<file path="src/common/mult_op_pkg.sv">
package mult_op_pkg;

  // Shift immediate
  localparam int unsigned SHIFT_W = 5;

  // Shift used by the first and third MUL_H steps
  localparam logic [SHIFT_W-1:0] MULH_SHIFT = 5'd16;

  ////////////////////////////////////////
  // Operator encoding
  ////////////////////////////////////////

  typedef enum logic [3:0] {
    MUL_MAC32 = 4'h0,
    MUL_MSU32 = 4'h1,
    MUL_I     = 4'h2,
    MUL_IR    = 4'h3,
    MUL_DOT8  = 4'h4,
    // 4'h5 is free
    MUL_H     = 4'h6,
    MUL_DOT4  = 4'h7
  } mult_op_e;

endpackage

</file>
<file path="src/common/mult_width_pkg.sv">
package mult_width_pkg;

  localparam int unsigned WORD_W = 32;
  localparam int unsigned HALF_W = 16;

  // Data words and subword lanes
  typedef logic [WORD_W-1:0] word_t;
  typedef logic [HALF_W-1:0] half_t;
  typedef logic [7:0]        byte_lane_t;
  typedef logic [3:0]        nibble_lane_t;

  // Bit 0 marks A as signed, bit 1 marks B as signed
  typedef logic [1:0] sign_sel_t;

endpackage

</file>
<file path="src/common/mulh_ctrl_if.sv">
`timescale 1ns/1ps

interface mulh_ctrl_if
  import mult_op_pkg::*;
  import mult_width_pkg::*;
();

  logic               active;
  logic [SHIFT_W-1:0] imm;
  logic [1:0]         subword;
  sign_sel_t          signed_sel;
  logic               shift_arith;
  // Carry register control
  logic               save;
  logic               clear;

  modport seq (
    output active, imm, subword, signed_sel, shift_arith, save, clear
  );

  modport dp (
    input active, imm, subword, signed_sel, shift_arith, save, clear
  );

endinterface

</file>
<file path="src/hw/int_mac.sv">
`timescale 1ns/1ps

module int_mac
  import mult_op_pkg::*;
  import mult_width_pkg::*;
(
  input  mult_op_e operator_i,
  input  word_t    op_a_i,
  input  word_t    op_b_i,
  input  word_t    op_c_i,
  output word_t    result_o
);

  logic  is_msu;
  word_t op_a_msu;
  word_t op_b_msu;

  assign is_msu = (operator_i == MUL_MSU32);

  // C - A*B = C + (~A)*B + B
  assign op_a_msu = op_a_i ^ {WORD_W{is_msu}};
  assign op_b_msu = op_b_i & {WORD_W{is_msu}};

  // Only the low word is kept
  assign result_o = op_c_i + op_b_msu + op_a_msu * op_b_i;

endmodule

</file>
<file path="src/short_mult/short_mult.sv">
`timescale 1ns/1ps

module short_mult
  import mult_op_pkg::*;
  import mult_width_pkg::*;
(
  input  logic               clk,
  input  logic               rst_n,
  input  mult_op_e           operator_i,
  input  logic               short_subword_i,
  input  sign_sel_t          short_signed_i,
  input  word_t              op_a_i,
  input  word_t              op_b_i,
  input  word_t              op_c_i,
  input  logic [SHIFT_W-1:0] imm_i,
  mulh_ctrl_if.dp            ctrl,
  input  logic               carry_clr_i,
  output word_t              result_o
);

  logic [HALF_W:0]    op_a;
  logic [HALF_W:0]    op_b;
  logic [WORD_W:0]    op_c;
  logic [WORD_W+1:0]  mul;
  logic [WORD_W+1:0]  mac;
  logic [WORD_W+1:0]  shifted;
  word_t              round_tmp;
  word_t              round;
  logic [SHIFT_W-1:0] imm;
  logic [1:0]         subword;
  sign_sel_t          signed_sel;
  logic               shift_arith;
  logic               msb1;
  logic               msb0;
  logic               carry_q;

  // MUL_H steps override the instruction fields
  assign imm         = ctrl.active ? ctrl.imm         : imm_i;
  assign subword     = ctrl.active ? ctrl.subword     : {2{short_subword_i}};
  assign signed_sel  = ctrl.active ? ctrl.signed_sel  : short_signed_i;
  assign shift_arith = ctrl.active ? ctrl.shift_arith : short_signed_i[0];

  // Half of the weight of the shift, MUL_IR only
  assign round_tmp = word_t'(1) << imm_i;
  assign round     = (operator_i == MUL_IR) ? {1'b0, round_tmp[WORD_W-1:1]} : '0;

  // Halfword select with optional sign extension
  assign op_a[HALF_W-1:0] = subword[0] ? op_a_i[WORD_W-1:HALF_W] : op_a_i[HALF_W-1:0];
  assign op_b[HALF_W-1:0] = subword[1] ? op_b_i[WORD_W-1:HALF_W] : op_b_i[HALF_W-1:0];
  assign op_a[HALF_W]     = signed_sel[0] & op_a[HALF_W-1];
  assign op_b[HALF_W]     = signed_sel[1] & op_b[HALF_W-1];

  // The saved carry extends the accumulator during MUL_H
  assign op_c = ctrl.active ? {carry_q, op_c_i} : {op_c_i[WORD_W-1], op_c_i};

  assign mul = $signed(op_a) * $signed(op_b);
  assign mac = $signed(op_c) + $signed(mul) + $signed(round);

  assign msb1 = ctrl.active ? mac[WORD_W+1] : mac[WORD_W-1];
  assign msb0 = ctrl.active ? mac[WORD_W]   : mac[WORD_W-1];

  assign shifted  = $signed({shift_arith & msb1, shift_arith & msb0, mac[WORD_W-1:0]}) >>> imm;
  assign result_o = shifted[WORD_W-1:0];

  always_ff @(posedge clk or negedge rst_n) begin
    if (!rst_n) begin
      carry_q <= 1'b0;
    end else if (ctrl.save) begin
      carry_q <= ~ctrl.clear & mac[WORD_W];
    end else if (carry_clr_i) begin
      carry_q <= 1'b0;
    end
  end

endmodule

</file>
<file path="src/short_mult/mulh_sequencer.sv">
`timescale 1ns/1ps

module mulh_sequencer
  import mult_op_pkg::*;
  import mult_width_pkg::*;
(
  input  logic      clk,
  input  logic      rst_n,
  input  logic      enable_i,
  input  mult_op_e  operator_i,
  input  sign_sel_t short_signed_i,
  input  logic      ex_ready_i,
  mulh_ctrl_if.seq  ctrl,
  output logic      carry_clr_o,
  output logic      multicycle_o,
  output logic      ready_o
);

  typedef enum logic [2:0] {
    IDLE,
    STEP0,
    STEP1,
    STEP2,
    FINISH
  } mulh_state_e;

  mulh_state_e state_q;
  mulh_state_e state_d;

  ////////////////////////////////////////
  // Step control
  ////////////////////////////////////////

  always_comb begin
    state_d          = state_q;
    ctrl.active      = 1'b1;
    ctrl.imm         = '0;
    ctrl.subword     = 2'b00;
    ctrl.signed_sel  = 2'b00;
    ctrl.shift_arith = 1'b0;
    ctrl.save        = 1'b0;
    ctrl.clear       = 1'b0;
    multicycle_o     = 1'b0;
    ready_o          = 1'b0;

    case (state_q)
      IDLE: begin
        ctrl.active = 1'b0;
        ready_o     = 1'b1;
        if (enable_i && (operator_i == MUL_H)) begin
          ready_o = 1'b0;
          state_d = STEP0;
        end
      end
      STEP0: begin
        // AL*BL, unsigned and never overflows
        multicycle_o = 1'b1;
        ctrl.imm     = MULH_SHIFT;
        state_d      = STEP1;
      end
      STEP1: begin
        // AL*BH keeps the sign of B, carry becomes the extension
        multicycle_o     = 1'b1;
        ctrl.signed_sel  = {short_signed_i[1], 1'b0};
        ctrl.subword     = 2'b10;
        ctrl.shift_arith = 1'b1;
        ctrl.save        = 1'b1;
        state_d          = STEP2;
      end
      STEP2: begin
        // AH*BL keeps the sign of A, the upper bits are shifted out
        multicycle_o     = 1'b1;
        ctrl.signed_sel  = {1'b0, short_signed_i[0]};
        ctrl.subword     = 2'b01;
        ctrl.imm         = MULH_SHIFT;
        ctrl.shift_arith = 1'b1;
        ctrl.save        = 1'b1;
        ctrl.clear       = 1'b1;
        state_d          = FINISH;
      end
      FINISH: begin
        // AH*BH with both signs, held until the stage accepts it
        ctrl.signed_sel = short_signed_i;
        ctrl.subword    = 2'b11;
        ready_o         = 1'b1;
        if (ex_ready_i) begin
          state_d = IDLE;
        end
      end
      default: begin
        state_d = IDLE;
      end
    endcase
  end

  // Drop the carry once the result moves on
  assign carry_clr_o = ~ctrl.save & ex_ready_i;

  always_ff @(posedge clk or negedge rst_n) begin
    if (!rst_n) begin
      state_q <= IDLE;
    end else begin
      state_q <= state_d;
    end
  end

endmodule

</file>
<file path="src/dot_mult/dot_lane_sum.sv">
`timescale 1ns/1ps

module dot_lane_sum
  import mult_width_pkg::*;
#(
  parameter type lane_t = byte_lane_t
) (
  input  sign_sel_t signed_i,
  input  word_t     op_a_i,
  input  word_t     op_b_i,
  input  word_t     op_c_i,
  output word_t     result_o
);

  localparam int unsigned LANE_W    = $bits(lane_t);
  localparam int unsigned NUM_LANES = WORD_W / LANE_W;

  word_t prod [NUM_LANES];

  for (genvar i = 0; i < NUM_LANES; i++) begin : g_lane
    lane_t           lane_a;
    lane_t           lane_b;
    logic [LANE_W:0] a_ext;
    logic [LANE_W:0] b_ext;

    assign lane_a = op_a_i[i*LANE_W +: LANE_W];
    assign lane_b = op_b_i[i*LANE_W +: LANE_W];
    assign a_ext  = {signed_i[0] & lane_a[LANE_W-1], lane_a};
    assign b_ext  = {signed_i[1] & lane_b[LANE_W-1], lane_b};

    // Extended to a full word before the multiply
    assign prod[i] = $signed(a_ext) * $signed(b_ext);
  end

  // Accumulator plus all lane products, wraps at 32 bits
  always_comb begin
    result_o = op_c_i;
    for (int i = 0; i < NUM_LANES; i++) begin
      result_o = result_o + prod[i];
    end
  end

endmodule

</file>
<file path="src/hw/nn_mult_top.sv">
`timescale 1ns/1ps

module nn_mult_top
  import mult_op_pkg::*;
  import mult_width_pkg::*;
#(
  parameter bit DOT_EN = 1'b1
) (
  input  logic               clk,
  input  logic               rst_n,
  input  logic               enable_i,
  input  mult_op_e           operator_i,
  input  logic               short_subword_i,
  input  sign_sel_t          short_signed_i,
  input  sign_sel_t          dot_signed_i,
  input  word_t              op_a_i,
  input  word_t              op_b_i,
  input  word_t              op_c_i,
  input  logic [SHIFT_W-1:0] imm_i,
  input  logic               ex_ready_i,
  output word_t              result_o,
  output logic               multicycle_o,
  output logic               ready_o
);

  word_t short_op_c;
  word_t short_result;
  word_t int_result;
  word_t dot8_result;
  word_t dot4_result;
  word_t mulh_acc_q;
  logic  carry_clr;
  logic  mulh_multicycle;

  mulh_ctrl_if mulh_ctrl ();

  ////////////////////////////////////////
  // MUL_H sequencing and short path
  ////////////////////////////////////////

  mulh_sequencer mulh_sequencer_inst (
    .clk            (clk),
    .rst_n          (rst_n),
    .enable_i       (enable_i),
    .operator_i     (operator_i),
    .short_signed_i (short_signed_i),
    .ex_ready_i     (ex_ready_i),
    .ctrl           (mulh_ctrl),
    .carry_clr_o    (carry_clr),
    .multicycle_o   (mulh_multicycle),
    .ready_o        (ready_o)
  );

  // Each step accumulates on the result of the step before
  always_ff @(posedge clk) begin
    if (!mulh_ctrl.active) begin
      mulh_acc_q <= '0;
    end else if (mulh_multicycle) begin
      mulh_acc_q <= short_result;
    end
  end

  assign short_op_c = (operator_i == MUL_H) ? mulh_acc_q : op_c_i;

  short_mult short_mult_inst (
    .clk             (clk),
    .rst_n           (rst_n),
    .operator_i      (operator_i),
    .short_subword_i (short_subword_i),
    .short_signed_i  (short_signed_i),
    .op_a_i          (op_a_i),
    .op_b_i          (op_b_i),
    .op_c_i          (short_op_c),
    .imm_i           (imm_i),
    .ctrl            (mulh_ctrl),
    .carry_clr_i     (carry_clr),
    .result_o        (short_result)
  );

  int_mac int_mac_inst (
    .operator_i (operator_i),
    .op_a_i     (op_a_i),
    .op_b_i     (op_b_i),
    .op_c_i     (op_c_i),
    .result_o   (int_result)
  );

  ////////////////////////////////////////
  // Dot products
  ////////////////////////////////////////

  if (DOT_EN) begin : g_dot
    dot_lane_sum #(.lane_t(byte_lane_t)) dot8_inst (
      .signed_i (dot_signed_i),
      .op_a_i   (op_a_i),
      .op_b_i   (op_b_i),
      .op_c_i   (op_c_i),
      .result_o (dot8_result)
    );

    dot_lane_sum #(.lane_t(nibble_lane_t)) dot4_inst (
      .signed_i (dot_signed_i),
      .op_a_i   (op_a_i),
      .op_b_i   (op_b_i),
      .op_c_i   (op_c_i),
      .result_o (dot4_result)
    );
  end else begin : g_no_dot
    assign dot8_result = '0;
    assign dot4_result = '0;
  end

  // Result select
  always_comb begin
    case (operator_i)
      MUL_MAC32, MUL_MSU32: result_o = int_result;
      MUL_I, MUL_IR, MUL_H: result_o = short_result;
      MUL_DOT8:             result_o = dot8_result;
      MUL_DOT4:             result_o = dot4_result;
      default:              result_o = '0;
    endcase
  end

  assign multicycle_o = mulh_multicycle;

endmodule

</file>
<file path="config.mk">
export PLATFORM = sky130hd
export DESIGN_NAME = nn_mult_top
export DESIGN_NICKNAME = d
export VERILOG_FILES = /design/src/common/mult_op_pkg.sv /design/src/common/mult_width_pkg.sv /design/src/common/mulh_ctrl_if.sv /design/src/hw/int_mac.sv /design/src/short_mult/short_mult.sv /design/src/short_mult/mulh_sequencer.sv /design/src/dot_mult/dot_lane_sum.sv /design/src/hw/nn_mult_top.sv
export SDC_FILE = /design/constraint.sdc
export NUM_CORES = 2
export LEC_CHECK = 0
export BUFFER_PORTS_ARGS = -buffer_cell sky130_fd_sc_hd__buf_4
export CAP_MARGIN = 20
export CORE_ASPECT_RATIO = 1.2
export CORE_MARGIN = 2
export CORE_UTILIZATION = 25
export CTS_CLUSTER_DIAMETER = 100
export CTS_CLUSTER_SIZE = 12
export DETAILED_ROUTE_END_ITERATION = 12
export SYNTH_ARGS = -nofsm -noshare
export SYNTH_HDL_FRONTEND = slang
export SYNTH_SLANG_ARGS = --single-unit
</file>
<file path="constraint.sdc">
create_clock -name clk -period 17.9 [get_ports clk]
set_input_delay 3.58 -clock clk [delete_from_list [all_inputs] [get_ports clk]]
set_output_delay 3.58 -clock clk [all_outputs]
set_load 0.01 [all_outputs]
</file>
==> summary.md <==
| Metric | Value |
|---|---|
| Placed Cells | `approximately 10000` |
| Clock skew | `0.00368 ns` |
| Antenna violations before repair | `20` |
| MaxCap Viol Count | `0` |
| Worst Path Required | `between 10 and 15 ns` |
| DP Worst Slack | `about 0.80 ns` |
| Xor and xnor area share after synthesis | `5.21%` |
| Root Driver | `clkbuf_16` |
| Critical path type | `input port to primary output` |
| Synth Instances | `roughly 7000` |
| Core area | `approximately 250000 µm²` |
| I/O Pins | `148` |
| Largest family of logic cells by synthesized area | `adder cells` |
| Total Nets Final | `slightly above 9000` |
| RSZ-0062 raised after global routing | `false` |
| Crit path capture type | `primary output` |
| Layout area overhead | `9.05%` |
| DR WL/cell | `between 20 and 25 µm` |
| Final min period | `17.20 ns` |
| Post-route setup slack | `0.703 ns` |
| Reg-to-Reg Start | `mulh_sequencer_inst.state_q[0]` |
| Clock buffer depth | `2` |
| Die Y | `552 µm` |
| Synth Net Count | `9273` |
| Die area | `between 200000 and 300000 µm²` |
| Clk_lat worst skew | `about 0.29 ns` |
| Endpoint, Worst Hold | `mulh_acc_q[0]` |
| Area of the multi-input gates | `between 50000 and 60000 µm²` |
| Buffers inserted by post-CTS timing repair | `0` |
| Dominant cell type by area after synthesis | `fa_1` |
| Post-CTS Resized | `0` |
| Worst reg2reg path depth | `30` |
| Initial Util | `roughly 25%` |
| Die W | `~460 µm` |
| Status | `complete, no violations` |
| First-pass GRT wire length | `roughly 330000 µm` |
| Most frequent CP cell | `fa_1` |
| Total gr overflow | `0` |
| Post-Syn Area per Cell | `slightly below 9 µm²` |
| Final instance count without filler cells | `~10000` |
| Tcrit/Tclk final | `96.1%` |
| Post-synthesis sequential area ratio | `between 1 and 1.5%` |
| F_max | `58.2 MHz` |
| Global Route Usage Sum | `between 10% and 20%` |
| H-tree depth | `2` |
| Most frequent cells in the layout | `1747 x inv_1, 1478 x fa_1, 913 x nand2_1, 568 x ha_1, 298 x nor2_1` |
| Clock Pin Slew Worst Setup and Hold Paths | `0.06 ns` |
| CTS tree | `done` |
| DRC Markers | `0` |
| R2R setup slack | `approximately 6.7 ns` |
| Post-synthesis cell type count | `84` |
| Crit path max-delay cell type | `fa_1` |
| Core Rows | `201` |
| Top_reg_cell synth | `dfxtp_1` |
| RR Endpoint | `mulh_acc_q[20]` |
| Slew margin rel. | `between 10% and 20%` |
| Number of I/O port buffers | `around 150` |
| Post-synthesis simple-gate area fraction | `12.9%` |
| Vias in the first global route | `51700` |
| DRT antenna net count | `0` |
| Endpoints failing setup | `0` |
| Post-synth EDFFs | `0` |
| Total CTS buffers | `5` |
| Fillers | `~27000` |
| Via count | `about 48000` |
| Pins over their slew limit | `0` |
| Final HPWL from detailed placement | `191000 µm` |
| Via/cell ratio | `about 4.6` |
| Largest net degree at the start of global routing | `approximately 50` |
| Crit path max fanout | `24` |
| Pre-antenna DRT Iters | `6` |
| Iteration-0 DRC Markers | `3469` |
| Hold Buf Count CTS | `0` |
| Yosys reg bits | `36` |
| Worst min-delay path class | `register to register` |
| Commonest non-fill, non-tap cell in the layout | `inv_1` |
| Synth Area in Compound Gates | `7.81%` |
| Final Core Density | `between 20 and 30%` |
| Warnings from Yosys | `0` |
| Seq. cell area | `around 740 µm²` |
| Synth Area in Adders | `approximately three fifths` |
| Hold path cells | `2` |
| Crit path launch type | `input port` |
| Routed Wire Length | `~220000 µm` |
| Slew at the pin with the worst max-slew slack | `around 1.3 ns` |
| Synth area leaders | `fa_1 47%, ha_1 11%, inv_1 10%` |
| Routability cong. | `0.966` |
| Clk sink count | `36` |
| Min-delay src | `mulh_acc_q[0]` |
| Share of cells above drive strength 1 | `slightly above 6%` |
| Final hold vios | `0` |
| Multiplexer share of the synthesized area | `1.92%` |
| Critical Path AT | `about 14 ns` |
| Top cell type's share of synthesized area | `approximately 47%` |
| CP max stage delay | `between 0.5 and 0.6 ns` |
| Post-Syn Area | `62500 µm²` |
| Fin Setup TNS | `0 ns` |
| Async set-reset flop share out of synthesis | `11.1%` |
## kinds of logic (layout without fill, tap and decap cells)
family          count (synthesis)  count (layout)
flops                          36              36
xor+xnor                      362             362
mux                           115             115
compound gates                742             742
simple gates                 1782            1782
buf+inv                      2028            2044
other cells                     0               3
fa+ha+maj                    2047            2047
## synthesized netlist by cell type (23+ instances only)
cell type	instances
inv_1	1747
fa_1	1479
nand2_1	914
ha_1	568
nor2_1	298
xnor2_1	274
clkbuf_1	263
and2_1	256
a21oi_1	199
o21ai_0	144
xor2_1	79
mux2i_1	74
a21o_1	70
nand3_1	62
or2_2	54
and3_1	49
mux2_2	41
o21bai_1	39
o21a_1	36
nor3_1	35
nand2b_1	34
dfxtp_1	32
o211ai_1	31
a211oi_1	23
## per-stage QoR
step	area [µm²]	hold slack [ns]
floorplan	62500	0.419
global placement	68000	0.432
detailed placement	68000	0.446
CTS	68100	0.462
global route	68100	0.467
finish	68100	0.462
## how the worst max path moves through the flow
stage	from	end	cells past startpoint	slack, ns
2_1_floorplan	op_b_i[27]	result_o[30]	32	0.89
3_3_place_gp	op_b_i[23]	result_o[31]	36	0.73
3_5_place_dp	op_b_i[23]	result_o[31]	35	0.80
4_1_cts	op_b_i[23]	result_o[31]	35	0.76
5_1_grt	op_b_i[23]	result_o[31]	36	0.12
6_report	op_b_i[23]	result_o[31]	35	0.70
## sequential cells by signal, indices dropped and copies added, names as in the netlist
name                         flops
mulh_sequencer_inst.state_q      3
short_mult_inst.carry_q          1
mulh_acc_q                      32
## area by class of cell
type                    instances  share of cell area (%)
diodes                          3                  0.0110
clock buffers                   8                   0.215
inverters                    1747                    9.63
multi-input cells            5048                    79.7
flip-flops and latches         36                    1.09
well taps                    3349                    6.15
repair buffers                289                    3.22
## metal layers
| layer | track usage [%] | vias to the layer above | wire length, µm |
|---|---|---|---|
| met2 | 30.4 | 1691 | 107000 |
| met4 | 10.4 | 8 | 16900 |
| met5 | 0 | - | 53 |
| met1 | 20.4 | 24800 | 81500 |
| li1 | - | 21400 | - |
| met3 | 2.05 | 502 | 12600 |
## critical path, delay by kind of cell
| kind | cells | cell delay (ns) |
|---|---|---|
| fa+ha+maj | 10 | 4.66 |
| simple gates | 7 | 1.86 |
| xor+xnor | 2 | 0.26 |
| buf+inv | 6 | 1.31 |
| compound gates | 10 | 1.93 |
Power is not shown: default switching activity piles up to over one toggle a cycle in this logic, so the estimate is an artifact.
